## src/alu_macros.svh

```systemverilog
// ALU width and register map
`ifndef ALU_MACROS_SVH
`define ALU_MACROS_SVH

// datapath widths
`define ALU_WIDTH 32
`define ALU_SHAMT_WIDTH 5
`define ALU_GROUP_WIDTH 4

// host register map
`define ALU_ADDR_WIDTH 3

// operands, write only
`define ALU_REG_A 3'd0
`define ALU_REG_B 3'd1
// a write here launches the operation
`define ALU_REG_CMD 3'd2
// read only
`define ALU_REG_RESULT 3'd3
`define ALU_REG_FLAGS 3'd4

`endif
```

## src/alu_bus_pkg.sv

```systemverilog
// Wishbone bus types
`include "alu_macros.svh"

package alu_bus_pkg;

   // classic cycle, master side
   typedef struct packed {
      logic                       cyc;
      logic                       stb;
      logic                       we;
      logic [`ALU_ADDR_WIDTH-1:0] adr;
      logic [`ALU_WIDTH-1:0]      dat;
   } wb_req_t;

   // slave side
   typedef struct packed {
      logic                  ack;
      logic [`ALU_WIDTH-1:0] dat;
   } wb_rsp_t;

endpackage

```

## src/alu_types_pkg.sv

```systemverilog
// ALU datapath types
`include "alu_macros.svh"

package alu_types_pkg;

   typedef logic [`ALU_WIDTH-1:0] alu_word_t;
   typedef logic [`ALU_SHAMT_WIDTH-1:0] alu_shamt_t;

   // 6 and 7 are undefined
   typedef enum logic [2:0] {
      op_add = 3'd0,
      op_sub = 3'd1,
      op_cmp = 3'd2,
      op_sal = 3'd3,
      op_shr = 3'd4,
      op_sar = 3'd5
   } alu_opcode_t;

   typedef struct packed {
      logic cf;
      logic zf;
      logic sf;
      logic of;
      logic af;
   } alu_flags_t;

   // decode to execute
   typedef struct packed {
      alu_opcode_t opcode;
      alu_word_t   a;
      alu_word_t   b;
   } alu_issue_t;

   // execute to result, wr_result clear for cmp
   typedef struct packed {
      alu_word_t  value;
      alu_flags_t flags;
      logic       wr_result;
   } alu_exec_t;

endpackage

```

## src/alu_top.sv

```systemverilog
// ALU unit top level
`timescale 1ns/1ps

module alu_top (
   input  logic                 clk,
   input  logic                 rst_n,
   input  alu_bus_pkg::wb_req_t wb_req,
   output alu_bus_pkg::wb_rsp_t wb_rsp
);

   logic                      issue_valid;
   alu_types_pkg::alu_issue_t issue;
   logic                      exec_valid;
   alu_types_pkg::alu_exec_t  exec;
   logic                      done;
   alu_types_pkg::alu_word_t  result_q;
   alu_types_pkg::alu_flags_t flags_q;

   alu_decode u_decode (
      .clk         (clk),
      .rst_n       (rst_n),
      .wb_req      (wb_req),
      .wb_rsp      (wb_rsp),
      .issue_valid (issue_valid),
      .issue       (issue),
      .done        (done),
      .result_q    (result_q),
      .flags_q     (flags_q)
   );

   alu_execute u_execute (
      .clk         (clk),
      .rst_n       (rst_n),
      .issue_valid (issue_valid),
      .issue       (issue),
      .exec_valid  (exec_valid),
      .exec        (exec)
   );

   alu_result u_result (
      .clk        (clk),
      .rst_n      (rst_n),
      .exec_valid (exec_valid),
      .exec       (exec),
      .done       (done),
      .result_q   (result_q),
      .flags_q    (flags_q)
   );

endmodule

```

## src/alu_result.sv

```systemverilog
// ALU result and flag registers
`timescale 1ns/1ps

module alu_result (
   input  logic                      clk,
   input  logic                      rst_n,
   input  logic                      exec_valid,
   input  alu_types_pkg::alu_exec_t  exec,
   output logic                      done,
   output alu_types_pkg::alu_word_t  result_q,
   output alu_types_pkg::alu_flags_t flags_q
);

   always_ff @(posedge clk) begin
      if (!rst_n) begin
         done <= 1'b0;
         result_q <= '0;
         flags_q <= '0;
      end else begin
         done <= exec_valid;
         if (exec_valid) begin
            flags_q <= exec.flags;
            // cmp leaves the previous result in place
            if (exec.wr_result) begin
               result_q <= exec.value;
            end
         end
      end
   end

   a_done_follows: assert property (@(posedge clk) disable iff (!rst_n)
      exec_valid |=> done);

   a_done_only: assert property (@(posedge clk) disable iff (!rst_n)
      done |-> $past(exec_valid));

endmodule

```

## src/alu_execute.sv

```systemverilog
// ALU execute stage
`timescale 1ns/1ps
`include "alu_macros.svh"

module alu_execute (
   input  logic                      clk,
   input  logic                      rst_n,
   input  logic                      issue_valid,
   input  alu_types_pkg::alu_issue_t issue,
   output logic                      exec_valid,
   output alu_types_pkg::alu_exec_t  exec
);

   alu_types_pkg::alu_word_t add_b;
   alu_types_pkg::alu_word_t sum;
   alu_types_pkg::alu_word_t shifted;
   alu_types_pkg::alu_exec_t exec_d;
   logic sub_op;
   logic add_cout;
   logic add_af;
   logic add_ov;
   logic shift_cf;

   assign sub_op = (issue.opcode == alu_types_pkg::op_sub) ||
                   (issue.opcode == alu_types_pkg::op_cmp);
   // a - b as a + ~b + 1
   assign add_b  = sub_op ? ~issue.b : issue.b;

   cla_adder u_adder (
      .a    (issue.a),
      .b    (add_b),
      .cin  (sub_op),
      .sum  (sum),
      .cout (add_cout),
      .af   (add_af),
      .ov   (add_ov)
   );

   // count is the low bits of b
   barrel_shifter u_shifter (
      .value     (issue.a),
      .shamt     (issue.b[`ALU_SHAMT_WIDTH-1:0]),
      .opcode    (issue.opcode),
      .shifted   (shifted),
      .carry_out (shift_cf)
   );

   always_comb begin
      exec_d = '0;
      case (issue.opcode)
         alu_types_pkg::op_add, alu_types_pkg::op_sub, alu_types_pkg::op_cmp: begin
            exec_d.value = sum;
            // x86 borrow, the inverted carry when subtracting
            exec_d.flags.cf = add_cout ^ sub_op;
            exec_d.flags.af = add_af ^ sub_op;
            exec_d.flags.of = add_ov;
         end
         alu_types_pkg::op_sal, alu_types_pkg::op_shr, alu_types_pkg::op_sar: begin
            exec_d.value = shifted;
            exec_d.flags.cf = shift_cf;
         end
         default: exec_d.value = '0;
      endcase
      exec_d.flags.zf = (exec_d.value == '0);
      exec_d.flags.sf = exec_d.value[`ALU_WIDTH-1];
      exec_d.wr_result = (issue.opcode != alu_types_pkg::op_cmp);
   end

   always_ff @(posedge clk) begin
      if (!rst_n) begin
         exec_valid <= 1'b0;
      end else begin
         exec_valid <= issue_valid;
      end
   end

   always_ff @(posedge clk) begin
      exec <= exec_d;
   end

   // decode only issues known opcodes
   a_op_defined: assert property (@(posedge clk) disable iff (!rst_n)
      issue_valid |-> issue.opcode inside {alu_types_pkg::op_add, alu_types_pkg::op_sub,
      alu_types_pkg::op_cmp, alu_types_pkg::op_sal, alu_types_pkg::op_shr,
      alu_types_pkg::op_sar});

endmodule

```

## src/alu_decode.sv

```systemverilog
// ALU bus slave and command decode
`timescale 1ns/1ps
`include "alu_macros.svh"

module alu_decode (
   input  logic                        clk,
   input  logic                        rst_n,
   input  alu_bus_pkg::wb_req_t        wb_req,
   output alu_bus_pkg::wb_rsp_t        wb_rsp,
   output logic                        issue_valid,
   output alu_types_pkg::alu_issue_t   issue,
   input  logic                        done,
   input  alu_types_pkg::alu_word_t    result_q,
   input  alu_types_pkg::alu_flags_t   flags_q
);

   alu_types_pkg::alu_word_t   a_q;
   alu_types_pkg::alu_word_t   b_q;
   alu_types_pkg::alu_word_t   rd_data;
   alu_types_pkg::alu_word_t   rdat_q;
   alu_types_pkg::alu_opcode_t cmd_op;
   logic cmd_ok;
   logic busy;
   logic ack_q;
   logic hit;
   logic stall;
   logic accept;
   logic launch;

   assign cmd_op = alu_types_pkg::alu_opcode_t'(wb_req.dat[$bits(cmd_op)-1:0]);

   always_comb begin
      case (cmd_op)
         alu_types_pkg::op_add, alu_types_pkg::op_sub, alu_types_pkg::op_cmp,
         alu_types_pkg::op_sal, alu_types_pkg::op_shr, alu_types_pkg::op_sar: cmd_ok = 1'b1;
         default: cmd_ok = 1'b0;
      endcase
   end

   // no new request in the ack cycle, the master still holds stb there
   assign hit    = wb_req.cyc && wb_req.stb && !ack_q;
   // hold off cmd writes and result reads until the operation is done
   assign stall  = busy && ((wb_req.we && wb_req.adr == `ALU_REG_CMD) ||
                   (!wb_req.we && (wb_req.adr == `ALU_REG_RESULT ||
                   wb_req.adr == `ALU_REG_FLAGS)));
   assign accept = hit && !stall;
   // bad opcodes are acked and dropped
   assign launch = accept && wb_req.we && wb_req.adr == `ALU_REG_CMD && cmd_ok;

   always_comb begin
      rd_data = '0;
      if (wb_req.adr == `ALU_REG_RESULT) begin
         rd_data = result_q;
      end else if (wb_req.adr == `ALU_REG_FLAGS) begin
         rd_data[$bits(flags_q)-1:0] = flags_q;
      end
   end

   always_ff @(posedge clk) begin
      if (!rst_n) begin
         ack_q <= 1'b0;
         issue_valid <= 1'b0;
         busy <= 1'b0;
      end else begin
         ack_q <= accept;
         issue_valid <= launch;
         if (launch) begin
            busy <= 1'b1;
         end else if (done) begin
            busy <= 1'b0;
         end
      end
   end

   // operands and the captured issue copy
   always_ff @(posedge clk) begin
      if (accept && wb_req.we && wb_req.adr == `ALU_REG_A) begin
         a_q <= wb_req.dat;
      end
      if (accept && wb_req.we && wb_req.adr == `ALU_REG_B) begin
         b_q <= wb_req.dat;
      end
      if (launch) begin
         issue <= '{opcode: cmd_op, a: a_q, b: b_q};
      end
      rdat_q <= (accept && !wb_req.we) ? rd_data : '0;
   end

   assign wb_rsp.ack = ack_q;
   assign wb_rsp.dat = rdat_q;

   a_ack_single: assert property (@(posedge clk) disable iff (!rst_n) ack_q |=> !ack_q);

endmodule

```

## src/barrel_shifter.sv

```systemverilog
// Logarithmic barrel shifter
`timescale 1ns/1ps
`include "alu_macros.svh"

module barrel_shifter (
   input  alu_types_pkg::alu_word_t   value,
   input  alu_types_pkg::alu_shamt_t  shamt,
   input  alu_types_pkg::alu_opcode_t opcode,
   output alu_types_pkg::alu_word_t   shifted,
   output logic                       carry_out
);

   alu_types_pkg::alu_word_t stage;

   // five stages of 16, 8, 4, 2 and 1 bits, largest first
   // carry keeps the last bit to leave, so a later stage overrides it
   always_comb begin
      stage = value;
      carry_out = 1'b0;
      for (int i = `ALU_SHAMT_WIDTH-1; i >= 0; i--) begin
         if (shamt[i]) begin
            if (opcode == alu_types_pkg::op_sal) begin
               carry_out = stage[`ALU_WIDTH - (1 << i)];
               stage = stage << (1 << i);
            end else begin
               carry_out = stage[(1 << i) - 1];
               // sar fills with the sign bit, shr with zero
               if (opcode == alu_types_pkg::op_sar) begin
                  stage = $signed(stage) >>> (1 << i);
               end else begin
                  stage = stage >> (1 << i);
               end
            end
         end
      end
   end

   assign shifted = stage;

endmodule

```

## src/cla_adder.sv

```systemverilog
// Carry lookahead adder
`timescale 1ns/1ps
`include "alu_macros.svh"

module cla_adder (
   input  alu_types_pkg::alu_word_t a,
   input  alu_types_pkg::alu_word_t b,
   input  logic                     cin,
   output alu_types_pkg::alu_word_t sum,
   output logic                     cout,
   output logic                     af,
   output logic                     ov
);

   // bit generate and propagate
   alu_types_pkg::alu_word_t g;
   alu_types_pkg::alu_word_t p;

   // group terms and carries into each group
   logic [`ALU_WIDTH/`ALU_GROUP_WIDTH-1:0] grp_g;
   logic [`ALU_WIDTH/`ALU_GROUP_WIDTH-1:0] grp_p;
   logic [`ALU_WIDTH/`ALU_GROUP_WIDTH:0]   grp_c;

   // carry into every bit, plus the final carry out
   logic [`ALU_WIDTH:0] c;

   assign g = a & b;
   assign p = a ^ b;
   assign grp_c[0] = cin;

   for (genvar k = 0; k < `ALU_WIDTH/`ALU_GROUP_WIDTH; k++) begin : gen_group
      logic [`ALU_GROUP_WIDTH-1:0] gg;
      logic [`ALU_GROUP_WIDTH-1:0] pp;

      assign gg = g[k*`ALU_GROUP_WIDTH +: `ALU_GROUP_WIDTH];
      assign pp = p[k*`ALU_GROUP_WIDTH +: `ALU_GROUP_WIDTH];

      // carries inside the group, all from the group carry in
      assign c[k*4]   = grp_c[k];
      assign c[k*4+1] = gg[0] | (pp[0] & grp_c[k]);
      assign c[k*4+2] = gg[1] | (pp[1] & gg[0]) | (pp[1] & pp[0] & grp_c[k]);
      assign c[k*4+3] = gg[2] | (pp[2] & gg[1]) | (pp[2] & pp[1] & gg[0]) |
                        (pp[2] & pp[1] & pp[0] & grp_c[k]);

      // group generate and propagate
      assign grp_p[k] = &pp;
      assign grp_g[k] = gg[3] | (pp[3] & gg[2]) | (pp[3] & pp[2] & gg[1]) |
                        (pp[3] & pp[2] & pp[1] & gg[0]);

      // lookahead chain across groups
      assign grp_c[k+1] = grp_g[k] | (grp_p[k] & grp_c[k]);
   end

   assign c[`ALU_WIDTH] = grp_c[`ALU_WIDTH/`ALU_GROUP_WIDTH];

   assign sum  = p ^ c[`ALU_WIDTH-1:0];
   assign cout = c[`ALU_WIDTH];
   // carry out of bit 3
   assign af   = c[`ALU_GROUP_WIDTH];
   // carry into msb differs from carry out of msb
   assign ov   = c[`ALU_WIDTH-1] ^ c[`ALU_WIDTH];

endmodule

```

## config.mk

```make
export PLATFORM = sky130hd
export DESIGN_NAME = alu_top
export DESIGN_NICKNAME = d
export VERILOG_FILES = /design/src/alu_bus_pkg.sv /design/src/alu_types_pkg.sv /design/src/alu_top.sv /design/src/alu_result.sv /design/src/alu_execute.sv /design/src/alu_decode.sv /design/src/barrel_shifter.sv /design/src/cla_adder.sv
export VERILOG_INCLUDE_DIRS = /design/src
export SDC_FILE = /design/constraint.sdc
export NUM_CORES = 1
export LEC_CHECK = 0
export ABC_AREA = 1
export BUFFER_PORTS_ARGS = -buffer_cell sky130_fd_sc_hd__buf_4
export CORE_AREA = 3 3 154 156
export CTS_CLUSTER_DIAMETER = 200
export DETAILED_ROUTE_END_ITERATION = 10
export DIE_AREA = 0 0 157 159
export PLACE_DENSITY = 0.73
export SLEW_MARGIN = 20
export SYNTH_ARGS = -nofsm -noshare
export SYNTH_HDL_FRONTEND = slang
export SYNTH_SLANG_ARGS = --single-unit
```

## constraint.sdc

```tcl
create_clock -name clk -period 6.9 [get_ports clk]
set_input_delay 0.345 -clock clk [delete_from_list [all_inputs] [get_ports clk]]
set_output_delay 0.345 -clock clk [all_outputs]
set_load 0.02 [all_outputs]
```

* Yosys cells after proc, flatten, opt, wreduce, memory -nomap -nowiden
Cells that the tools add are included.
** Storage, ports and cells
- Flip-flop bits (word level) :: 243
- Word-level logic and storage cells :: 316
- Bits of input ports :: 40
** Cells by class
- Bitwise operators :: 207
- Eq/ne operators :: 15
- Reduce and logical (&&, ||, !) cells :: 36
- Multiplexer cells :: 33
** Operator list (number)
- 32-bit 2-to-1 mux :: 16
- 1-bit AND :: 120
- 1-bit bitwise OR :: 80
- 32-bit one-hot mux with 2 select lines :: 1
- 32-bit bitwise XOR :: 2
- 32-bit AND :: 1
- 32-bit zero test :: 1
- 32-bit NOT :: 1
- 4-bit AND reduction :: 8
- 3-bit by 2-bit equality test with 1-bit output (second input constant) :: 6
- 3-bit equality test (second input constant) :: 5
- 1-bit 2-to-1 mux :: 13
- 1-bit logical AND :: 12
- 5-bit 2-to-1 mux :: 2
- 3-bit by 1-bit equality test with 1-bit output (second input constant) :: 3
- 3-bit zero test :: 3
- 3-bit OR reduction :: 2
- 6-bit OR reduction :: 1
- 2-bit AND reduction :: 2
- 1-bit zero test :: 3
- 1-bit logical OR :: 3
- 3-bit by 2-bit != test with 1-bit output (second input constant) :: 1
- 1-bit bitwise XOR :: 3
- 1-bit one-hot mux with 2 select lines :: 1
- 2-bit nonzero test :: 1

* Longest topological paths before layout
Gate-level depths: netlist of run 1.
- Depth in word-level cells :: 26
- Gate-level depth with buffers :: 30
- Depth with buffers taken out :: 29

* By module
A second synthesis of run 1 with hierarchy kept.
** Unflattened totals
- Cells, all modules :: 1668
- Area total of the unflattened synthesis :: 13266.5 sq um
** By module, submodules not included
- alu_decode :: area each 5171.2 sq um, cells each 269, seq. area each 4634.4 sq um, instances 1
- barrel_shifter :: area each 3392.0 sq um, cells each 758, seq. area each 0.0 sq um, instances 1
- alu_execute :: area each 1754.2 sq um, cells each 230, seq. area each 760.7 sq um, instances 1
- alu_result :: area each 1541.5 sq um, cells each 228, seq. area each 760.7 sq um, instances 1
- cla_adder :: area each 1407.6 sq um, cells each 183, seq. area each 0.0 sq um, instances 1

* Worst setup path after synthesis of run 1
No wires, ideal clock.
- Kind :: input -> register
- Start :: input port wb_req[35] in the netlist's numbering
- End :: register u_decode.a_q[0] (enable)
- Cell stages on the path :: 7
- Arrival :: 3.984 ns
- Library setup time :: 0.505 ns
- Slack :: 2.411 ns
- Cells stage by stage :: inv_1 -> nand2_1 -> o221ai_1 -> nand2_1 -> nor2_1 -> inv_1 -> nor4_1
** On the way
- Cells in the longest elaborated chain, start to end :: 8
- Elaborated cells between the ends (all ways) :: 9
- Classes of those cells :: reduce/logical: 9
** Ends and longest elaborated chain
- from (decl) :: RTL line alu_top.sv:7 : input alu_bus_pkg::wb_req_t wb_req,
- 1-bit zero test :: RTL line alu_decode.sv:44 : (!wb_req.we && (wb_req.adr == `ALU_REG_RESULT ||
- 1-bit logical AND :: RTL line alu_decode.sv:44
- 1-bit logical OR :: RTL line alu_decode.sv:43 : assign stall = busy && ((wb_req.we && wb_req.adr == `ALU_REG_CMD) ||
- 1-bit logical AND :: RTL line alu_decode.sv:43
- 1-bit zero test :: RTL line alu_decode.sv:46 : assign accept = hit && !stall;
- 1-bit logical AND :: RTL line alu_decode.sv:46
- 1-bit logical AND * :: RTL line alu_decode.sv:77 : if (accept && wb_req.we && wb_req.adr == `ALU_REG_A) begin
- 1-bit logical AND (no line) *
- to (signal assigned) :: RTL line alu_decode.sv:78 : a_q <= wb_req.dat;
- to (decl) :: RTL line alu_decode.sv:17 : alu_types_pkg::alu_word_t a_q;
Mark *: on every way between the ends. The rest lies on a longest branch, timed or not.
A chain may end at the register's enable or synchronous reset.

==> out/metrics.csv, run 1 <==
stage,metric,value,unit
floorplan,num_rows,55,
power_and_ir_drop,peakVddDrop,0.000212,V
sta,maxSlewViolCount,0,
power_and_ir_drop,p_per_area,204,nW/um^2
placed_design,io_buffers,72,
critical_path,worstPathArrival,4860,ps
logic_synthesis,synth_nets,1580,
floorplan,core,22500,um^2
floorplan,boundaryPins,73,
power_and_ir_drop,p_leak,0.00580,uW
sta,hold_violations,0,
sta,min_period,4420,ps
sta,timing.fmax,226,MHz
grt,grt-ovfl-total,0,
critical_path,cp.required,7340,ps
logic_synthesis,ys_top_cells_by_count,"436 x nand2_1, 159 x nand3_1, 131 x edfxtp_1",
critical_path,worstReg2RegStart,u_decode.issue[66]$_DFFE_PP_,
layout,multi_input_area,5410,um^2
sta,skew,9.65,ps
placed_design,place.detailed.hpwl,24300,um
routing,viasPerCell,5.55,
cts,hold_buffers,0,
logic_synthesis,synth-edff-count,131,
logic_synthesis,yosysUniqueCellTypes,51,
outcome,status,"finished, final reports clean",
sta,period_share,64.1,%
critical_path,crit_slowest_cell,edfxtp_1,
grt,antenna_found_initial,0,
logic_synthesis,avgSynthCellArea,8.24,um^2
sta,worstMarginPinSlew,1090,ps
logic_synthesis,yosys.area.top_type,edfxtp_1,
critical_path,worstPathMaxFanout,32,
routing,dr.pass1.iters,5,
routing,drt_wl_total,32700,um
worst_hold_path,hold_start,wb_req[18],
logic_synthesis,yosysWarningCount,0,
floorplan,die_h,159,um
floorplan,start_util,55.0,%
logic_synthesis,synth_top_cell_area_share,31.8,%
cts,clk_latency,500,ps
logic_synthesis,synth_area,12400,um^2
layout,nets,1624,
sta,setup_violations,0,
grt,grt_pass1_wl,51100,um
sta,finalWorstSetupSlack,2480,ps
critical_path,end_kind,register,
cts,cts.sinks,242,
floorplan,die-area,25000,um^2
worst_hold_path,hp-class,primary input to register,
critical_path,crit_top_cell,nand2_1,
logic_synthesis,synth-seq-cells,242,
placed_design,pre_cts_ws,2520,ps
logic_synthesis,yosysSeqAreaShare,49.7,%
critical_path,r2r_end,u_execute.exec[4]$_DFF_P_,
placed_design,place.gp.congestion,0.992,
cts,clockRootBuffer,clkbuf_16,
cts,cts.htree.levels,1,
critical_path,critPathMaxStageDelay,520,ps
cts,cts_buffer_depth,3,
critical_path,r2r_slack,2480,ps
cts,cts_resized,0,
layout,register_area,6160,um^2
critical_path,critPathKind,register to register,
cts,postCtsSetupRepairBufs,0,
sta,rsz0062_at_grt,no,
layout,antennaDiodeCount,0,
routing,vias,10200,
routing,wl_per_cell,17.7,um
cts,cts_tree,built,
cts,clk_pin_slew,60,ps
routing,drt_iter0_drc,1181,
logic_synthesis,synth_most_common_cell,nand2_1,
floorplan,die_w,157,um
layout,drive_above_1_share,11.0,%
logic_synthesis,async_flop_share,0,%
grt,grt_usage,25.9,%
logic_synthesis,synthCells,1501,
sta,final.setup.tns,0,ps
grt,grt_start_max_net_pins,68,
critical_path,reg2regPathDepth,29,
layout,n_fill_cell,2000,
worst_hold_path,min_to,u_decode.a_q[18]$_DFFE_PP_,
logic_synthesis,synth_flop_cell,edfxtp_1,
routing,drc,0,
cts,numCtsBuffers,23,
critical_path,cp-start-kind,register,
sta,slew_headroom,27.6,%
grt,grt_pass1_vias,9341,
routing,ant_nets,0,
logic_synthesis,netlist_top_cells_area,"edfxtp_1 32%, dfxtp_1 18%, nand2_1 13%",
worst_hold_path,hold_path_depth,1,
layout,syn_to_final_growth,11.4,%
job,maxCapViolCount,0,
## worst max path at each step
stage	startpoint	to	slack, ps
floorplan	wb_req[35]	u_decode.a_q[0]$_DFFE_PP_	2410
global placement	u_decode.issue[66]$_DFFE_PP_	u_execute.exec[4]$_DFF_P_	2650
detailed placement	u_decode.issue[66]$_DFFE_PP_	u_execute.exec[4]$_DFF_P_	2520
CTS	u_decode.issue[66]$_DFFE_PP_	u_execute.exec[4]$_DFF_P_	2500
global route	u_decode.issue[66]$_DFFE_PP_	u_execute.exec[4]$_DFF_P_	2060
finish	u_decode.issue[66]$_DFFE_PP_	u_execute.exec[4]$_DFF_P_	2480
## cell type report
| type | count | area share [%] |
|---|---|---|
| flip-flops and latches | 242 | 44.6 |
| multi-input cells | 1058 | 39.2 |
| clock buffers | 30 | 4.51 |
| well taps | 285 | 2.59 |
| clock inverters | 9 | 0.744 |
| inverters | 136 | 3.70 |
| repair buffers | 84 | 4.57 |
## cells in the final DEF, fill, tap and decap left out, drive strengths merged, types with 3 or more instances in the layout
cell type and count:
a21oi 102, buf 84, clkbuf 30, clkinv 6, dfxtp 111, edfxtp 131, fa 7, ha 32
inv 136, nand2 447, nand3 169, nand4 11, nor2 111, nor3 8, o2111ai 3, o211ai 3
o21ai 86, o221ai 3, o22ai 15, or2 5, xnor2 11, xor2 28
## metrics by stage
step                      util (%)  hold slack (ps)  instances  area, um^2  power [uW]
after global placement        58.1              397       1805       13100        1640
after global routing          61.3             3.48       1844       13800        2900
after detailed placement      58.1              405       1805       13100        1640
after floorplan                  -              390       1501       12400        1600
final                         61.3             25.1       1844       13800        2810
after CTS                     61.3             3.74       1844       13800        2840
## metal layers
layer,routed length [um],global-route usage (%),vias up
li1,-,-,5062
met1,14200,38.3,4634
met2,14500,39.5,470
met3,2600,3.04,66
met4,1320,9.07,0
met5,0,0,-
## power breakdown
part	switching (uW)	internal [uW]	total, uW
clock	494	709	1200
sequential	3.75	1520	1520
combinational	51.2	32.6	83.9
total	549	2260	2810
## registers in the layout (all words and copies together), names as in the netlist
name,flops
u_result.flags_q,5
u_decode.issue,67
u_decode.b_q,32
u_decode.busy,1
u_decode.ack_q,1
u_decode.issue_valid,1
u_execute.exec,37
u_result.result_q,32
u_decode.a_q,32
u_decode.rdat_q,32
u_execute.exec_valid,1
u_result.done,1
## cells by family (layout without fill, tap and decap cells)
group	count (synthesis)	after routing	share of synthesized area, %
simple gates	756	756	26.3
flops	242	242	49.7
buf+inv	201	259	6.62
fa+ha+maj	39	39	4.37
compound gates	224	224	10.2
xor+xnor	39	39	2.76
## critical path, delay by kind of cell (launching register included)
| kind | cells | cell delay [ps] |
|---|---|---|
| compound gates | 1 | 150 |
| xor+xnor | 2 | 270 |
| fa+ha+maj | 2 | 810 |
| buf+inv | 3 | 700 |
| flops | 1 | 520 |
| simple gates | 21 | 1860 |
(Power assumes the default switching activity.)
==> inputs of run 2 (changes only) <==
==> constraint.sdc (replaced) <==
create_clock -name clk -period 4.55 [get_ports clk]
set_input_delay 0.2275 -clock clk [delete_from_list [all_inputs] [get_ports clk]]
set_output_delay 0.2275 -clock clk [all_outputs]
set_load 0.02 [all_outputs]
==> run 2 against run 1 <==
Effect of this change:
- via count rose by 1.1%
- register-to-register slack worse by 2100 ps
- non-clock buffer count rose by 43
- design area increased by 3.0%
- largest cell class unchanged
- sequential share of layout area fell by 1.3 points
- global-route usage down 0.28 points
- flip-flop and latch count is the same
- count of clock-buffer cells in the layout rose by 1
==> out/metrics.csv, run 2 (synthesized netlist as in run 1, its figures left out) <==
stage,metric,value,unit
routing,drc,0,
outcome,status,"finished, final reports clean",
cts,clk_latency,530,ps
cts,cts.htree.levels,1,
grt,grt_pass1_vias,9230,
critical_path,r2r_end,u_execute.exec[4]$_DFF_P_,
critical_path,worstReg2RegStart,u_decode.issue[66]$_DFFE_PP_,
floorplan,core,22500,um^2
sta,worstMarginPinSlew,1080,ps
layout,largest_reg_flops,67,
cts,postCtsSetupRepairBufs,0,
routing,dr.pass1.iters,6,
layout,regMostFlops,u_decode.issue,
routing,wl_met1,14100,um
layout,final_common_cell,nand2_1,
sta,maxSlewViolCount,0,
power_and_ir_drop,p_leak,0.00600,uW
grt,grt_start_max_net_pins,65,
cts,cts_resized,0,
job,maxCapViolCount,0,
critical_path,r2r_slack,370,ps
layout,finalNonFillerCells,1889,
worst_hold_path,hold_path_depth,5,
floorplan,start_util,55.0,%
critical_path,end_kind,register,
critical_path,crit_top_cell,nand2_1,
sta,min_period,4180,ps
placed_design,place.detailed.hpwl,23700,um
placed_design,place.gp.congestion,1.03,
cts,numCtsBuffers,24,
sta,setup_violations,0,
sta,rsz0062_at_grt,no,
layout,final_cell_mix,"436 x nand2_1, 159 x nand3_1, 131 x edfxtp_1",
cts,clockRootBuffer,clkbuf_16,
floorplan,die_w,157,um
sta,skew,27.6,ps
critical_path,worstPathMaxFanout,16,
floorplan,die_h,159,um
placed_design,io_buffers,72,
layout,top_regs,"u_decode.issue x67, u_execute.exec x37",
grt,grt-ovfl-total,0,
routing,ant_nets,0,
floorplan,num_rows,55,
routing,drt_iter0_drc,1024,
worst_hold_path,hp-class,primary input to register,
layout,antennaDiodeCount,0,
routing,dr_wl_met2,14700,um
routing,top_layer,met4,
critical_path,reg2regPathDepth,29,
critical_path,crit_slowest_cell,edfxtp_1,
grt,grt_pass1_wl,50600,um
cts,hold_buffers,32,
routing,viasPerCell,5.48,
cts,cts_buffer_depth,3,
worst_hold_path,min_to,u_decode.ack_q$_SDFF_PN0_,
routing,vias,10300,
routing,drt_wl_total,32300,um
sta,timing.fmax,239,MHz
layout,drive_above_1_share,11.3,%
critical_path,cp.required,4990,ps
critical_path,cp-start-kind,register,
sta,period_share,91.9,%
grt,antenna_found_initial,0,
cts,cts_tree,built,
layout,syn_to_final_growth,14.8,%
power_and_ir_drop,peakVddDrop,0.000327,V
power_and_ir_drop,power,4320,uW
placed_design,dpl.cell_count,1816,
worst_hold_path,hold_start,wb_req[36],
routing,wl_per_cell,17.1,um
floorplan,die-area,25000,um^2
critical_path,critPathKind,register to register,
cts,clk_pin_slew,60,ps
sta,hold_violations,0,
sta,final.setup.tns,0,ps
floorplan,boundaryPins,73,
cts,cts.sinks,242,
layout,nets,1668,
layout,utilization,63.1,%
sta,slew_headroom,28.0,%
grt,grt_usage,25.6,%
power_and_ir_drop,p_per_area,304,nW/um^2
critical_path,critPathMaxStageDelay,520,ps
routing,dr_wl_met3,2160,um
critical_path,worstPathArrival,4630,ps
-- run 2: cell type report --
type | instances | area (um^2)
fillers | 1837 | 8300
flip-flops and latches | 242 | 6160
multi-input cells | 1058 | 5410
repair buffers | 127 | 1030
clock buffers | 31 | 658
inverters | 136 | 510
well taps | 285 | 357
clock inverters | 10 | 77.6
-- run 2: through the flow --
step | area, um^2 | hold slack, ps | setup WS [ps]
after floorplan | 12400 | 326 | 178
after global placement | 13100 | 392 | 575
after detailed placement | 13100 | 404 | 418
after CTS | 14200 | 72.8 | 389
after global routing | 14200 | 137 | 19.5
final | 14200 | 86.9 | 368
-- run 2: worst max-delay path, delay by kind of cell (launching register included) --
| kind | cells | cell delay (ps) |
|---|---|---|
| AND/OR/NAND/NOR | 23 | 2250 |
| XOR/XNOR | 2 | 280 |
| buffers and inverters | 2 | 240 |
| flip-flops | 1 | 520 |
| adder cells (fa/ha/maj) | 2 | 850 |
-- run 2: how the worst max path moves through the flow --
| stage | startpoint | to | slack [ps] | depth (start not counted) |
|---|---|---|---|---|
| 5_1_grt | u_decode.issue[65]$_DFFE_PP_ | u_execute.exec[4]$_DFF_P_ | 20 | 29 |
| 4_1_cts | u_decode.issue[66]$_DFFE_PP_ | u_execute.exec[4]$_DFF_P_ | 390 | 29 |
| 3_3_place_gp | u_decode.issue[66]$_DFFE_PP_ | u_execute.exec[4]$_DFF_P_ | 570 | 29 |
| 2_1_floorplan | wb_req[35] | u_decode.a_q[0]$_DFFE_PP_ | 180 | 7 |
| 6_report | u_decode.issue[66]$_DFFE_PP_ | u_execute.exec[4]$_DFF_P_ | 370 | 29 |
| 3_5_place_dp | u_decode.issue[66]$_DFFE_PP_ | u_execute.exec[4]$_DFF_P_ | 420 | 29 |
-- run 2: where the power goes --
part           internal, uW  switching (uW)  total, uW
Combinational          67.9            82.5        150
Clock                  1070             784       1860
Sequential             2300            5.27       2310
-- run 2: layer usage --
metal / GRT usage (%) / vias to the layer above
met3: 3.62 / 68
li1: - / 5163
met1: 36.7 / 4701
met2: 40.1 / 414
met4: 8.67 / 0
met5: 0 / -
==> inputs of run 3 (changes only) <==
--- a/config.mk
+++ b/config.mk
@@ -6,13 +6,12 @@
 export SDC_FILE = /design/constraint.sdc
 export NUM_CORES = 1
 export LEC_CHECK = 0
-export ABC_AREA = 1
 export BUFFER_PORTS_ARGS = -buffer_cell sky130_fd_sc_hd__buf_4
-export CORE_AREA = 3 3 154 156
+export CORE_AREA = 3 3 164 166
 export CTS_CLUSTER_DIAMETER = 200
 export DETAILED_ROUTE_END_ITERATION = 10
-export DIE_AREA = 0 0 157 159
-export PLACE_DENSITY = 0.73
+export DIE_AREA = 0 0 167 169
+export PLACE_DENSITY = 0.72
 export SLEW_MARGIN = 20
 export SYNTH_ARGS = -nofsm -noshare
 export SYNTH_HDL_FRONTEND = slang
==> run 3 against run 2 <==
Effect of this change:
- the flow now finishes with violations (setup timing)
- combinational power up 37%
- design area grew 17%
- first-iteration DRC count rose by 120%
- sequential power about the same
- via count rose by 39%
- global-route usage rose by 17 points
- die area is 13% higher
- count of clock-buffer cells in the layout shrank 3
- synthesized cell count is 0.20% higher
- largest power group unchanged
==> out/metrics.csv, run 3 <==
stage,metric,value,unit
sta,skew,23.4,ps
logic_synthesis,synth-compound-area-share,23.5,%
critical_path,critPathKind,register to register,
outcome,violations,setup timing,
critical_path,cp_cell_sequence,xnor2_2 -> nor2_4 -> buf_12 -> xor2_2 -> ha_1 -> a21oi_1 -> o21a_1 -> a311oi_2 -> a31o_4 -> a31oi_4 -> nor2b_2 -> fa_1 -> o32ai_1 -> a21oi_1 -> o31ai_1 -> or4_1 -> nor3_1 -> and3_1 -> and4bb_1,
sta,final.setup.tns,-319,ps
placed_design,dpl-instance-area,15500,um^2
logic_synthesis,synth_adder_area_share,3.86,%
logic_synthesis,yosysWarningCount,0,
layout,utilization,64.5,%
layout,final_design_area_no_fill,16600,um^2
power_and_ir_drop,peakVddDrop,0.000358,V
logic_synthesis,synthMuxAreaShare,2.84,%
logic_synthesis,synth_most_common_cell,nand2_1,
power_and_ir_drop,p_per_area,258,nW/um^2
sta,setup_violations,1,
layout,nets,1733,
sta,hold_violations,0,
sta,holdWs,98.6,ps
job,maxCapViolCount,0,
worst_hold_path,hp-class,primary input to register,
logic_synthesis,synthCells,1504,
grt,grt_start_max_net_pins,67,
critical_path,crit_slowest_cell,fa_1,
layout,final_cell_mix,"194 x buf_4, 179 x nand2_1, 131 x edfxtp_1",
layout,regMostFlops,u_decode.issue,
logic_synthesis,avgSynthCellArea,9.31,um^2
grt,grt_pass1_vias,13900,
critical_path,worstPathArrival,5320,ps
placed_design,io_buffers,72,
cts,clk_pin_slew,60,ps
critical_path,path_buf_inv,1,
cts,numCtsBuffers,23,
grt,grt_usage,43.0,%
power_and_ir_drop,p_leak,0.00632,uW
logic_synthesis,synth_flop_cell,edfxtp_1,
sta,maxSlewViolCount,0,
logic_synthesis,yosys.area.top_type,edfxtp_1,
critical_path,cp-start-kind,register,
floorplan,die_w,167,um
routing,drc,0,
critical_path,critPathMaxStageDelay,530,ps
layout,antennaDiodeCount,0,
sta,rsz0062_at_grt,yes,
logic_synthesis,synth-seq-cells,242,
critical_path,worstPathMaxFanout,12,
cts,clk_latency,530,ps
layout,drive_above_1_share,18.1,%
logic_synthesis,netlist_top_cells_area,"edfxtp_1 28%, dfxtp_1 16%, nand2_1 4.8%",
floorplan,die_h,169,um
logic_synthesis,synth_top_cell_area_share,28.1,%
floorplan,num_rows,59,
sta,worstMarginPinSlew,1070,ps
routing,ant_nets,0,
sta,slew_headroom,28.7,%
critical_path,end_kind,register,
cts,cts_buffer_depth,3,
routing,vias,14400,
logic_synthesis,ys_top_cells_by_count,"179 x nand2_1, 131 x edfxtp_1, 122 x a21oi_1",
layout,largest_reg_flops,67,
logic_synthesis,synth_top_family_by_area,compound AO/OA/AOI/OAI gates,
logic_synthesis,synth-edff-count,131,
floorplan,start_util,54.3,%
cts,cts_tree,built,
logic_synthesis,yosysUniqueCellTypes,96,
logic_synthesis,synth_area,14000,um^2
routing,dr.pass1.iters,7,
grt,grt_pass1_wl,91200,um
floorplan,boundaryPins,73,
power_and_ir_drop,power,4290,uW
sta,period_share,107,%
logic_synthesis,synth-xor-area-share,3.31,%
logic_synthesis,async_flop_share,0,%
placed_design,place.detailed.hpwl,43500,um
outcome,status,finished with violations,
routing,wl_per_cell,31.5,um
logic_synthesis,synth-simple-area-share,17.9,%
critical_path,cp.required,5000,ps
layout,top_regs,"u_decode.issue x67, u_execute.exec x37",
routing,viasPerCell,7.16,
critical_path,crit_family,simple AND/OR/NAND/NOR gates,
placed_design,place.gp.congestion,1.06,
routing,drt_iter0_drc,2285,
critical_path,crit_top_cell,a21oi_1,
grt,antenna_found_initial,2,
layout,syn_to_final_growth,18.7,%
layout,final_common_cell,buf_4,
logic_synthesis,yosysSeqAreaShare,44.0,%
routing,drt_wl_total,63200,um
floorplan,die-area,28200,um^2
sta,timing.fmax,205,MHz
cts,clockRootBuffer,clkbuf_16,
grt,grt-ovfl-total,0,
sta,finalWorstSetupSlack,-319,ps
floorplan,core,25800,um^2
cts,cts.htree.levels,1,
logic_synthesis,synth_nets,1583,
cts,cts.sinks,242,
sta,min_period,4870,ps
-- run 3: changes by cell type in the layout (fill, tap and decap cells not counted), sizes merged, moves of 21 or more --
cell | previous run | this run
a21oi | 102 | 125
buf | 95 | 199
mux2i | 0 | 27
a31oi | 2 | 23
a211oi | 1 | 22
nand2 | 447 | 180
and2 | 0 | 35
inv | 135 | 32
o211ai | 3 | 32
nand3 | 169 | 64
-- run 3: tightest hold or removal path, delay by kind of cell --
| kind | cells | cell delay, ps |
|---|---|---|
| AND/OR/NAND/NOR | 2 | 200 |
| buffers and inverters | 1 | 140 |
-- run 3: kinds of logic after synthesis --
logic type               count (synthesis)
buffers and inverters                  140
XOR/XNOR                                52
adder cells (fa/ha/maj)                 39
flip-flops                             242
AO/OA/AOI/OAI                          478
multiplexers                            37
AND/OR/NAND/NOR                        516
-- run 3: area by class of cell --
| class | instances | area, um^2 |
|---|---|---|
| Timing Repair Buffer | 232 | 1890 |
| Inverter | 33 | 129 |
| Tap cell | 335 | 419 |
| Sequential cell | 242 | 6160 |
| Multi-Input combinational cell | 1122 | 7360 |
| Clock inverter | 11 | 72.6 |
| Fill cell | 1974 | 9140 |
| Clock buffer | 28 | 594 |
-- run 3: power by group --
group | total (uW) | switching, uW | leakage [uW] | internal (uW)
clock network | 1770 | 834 | 0.000328 | 938
logic | 205 | 118 | 0.00391 | 87.0
registers | 2310 | 7.23 | 0.00208 | 2300
total | 4290 | 959 | 0.00632 | 3330
-- run 3: path summary, 6_finish.rpt --
check                                             startpoint                              end  slack, ps  cells past startpoint
worst max register to register  u_decode.issue[65]$_DFFE_PP_        u_execute.exec[4]$_DFF_P_       -320                     19
worst min register to register    u_decode.b_q[27]$_DFFE_PP_     u_decode.issue[27]$_DFFE_PP_        420                      0
worst min-delay path                              wb_req[33]  u_decode.issue_valid$_SDFF_PN0_        100                      3
worst max-delay path            u_decode.issue[65]$_DFFE_PP_        u_execute.exec[4]$_DFF_P_       -320                     19
-- run 3: metal layers --
metal / part of all wire, % / global-route usage, % / vias up / routed length (um)
met5: 0.13 / 1.57 / - / 84
met2: 43 / 65.4 / 1293 / 27000
met1: 35 / 54.0 / 6773 / 22000
met3: 13 / 11.3 / 341 / 8380
li1: - / - / 5938 / -
met4: 8.9 / 28.9 / 6 / 5650
-- run 3: timing repair --
action | in CTS | in global routing
endpoints found under the setup margin | 1 | 1
hold buffers | 33 | 0
hold endpoints to repair | 69 | 0
resized for setup | 10 | 8
pin swaps | 9 | 5
buffers inserted | 3 | 2
-- run 3: per-stage QoR --
stage / setup slack (ps) / cells
6_report: -319 / 2003
5_1_grt: -366 / 2003
4_1_cts: -98.0 / 2001
3_5_place_dp: -234 / 1926
3_3_place_gp: 39.2 / 1926
2_1_floorplan: -12.6 / 1504
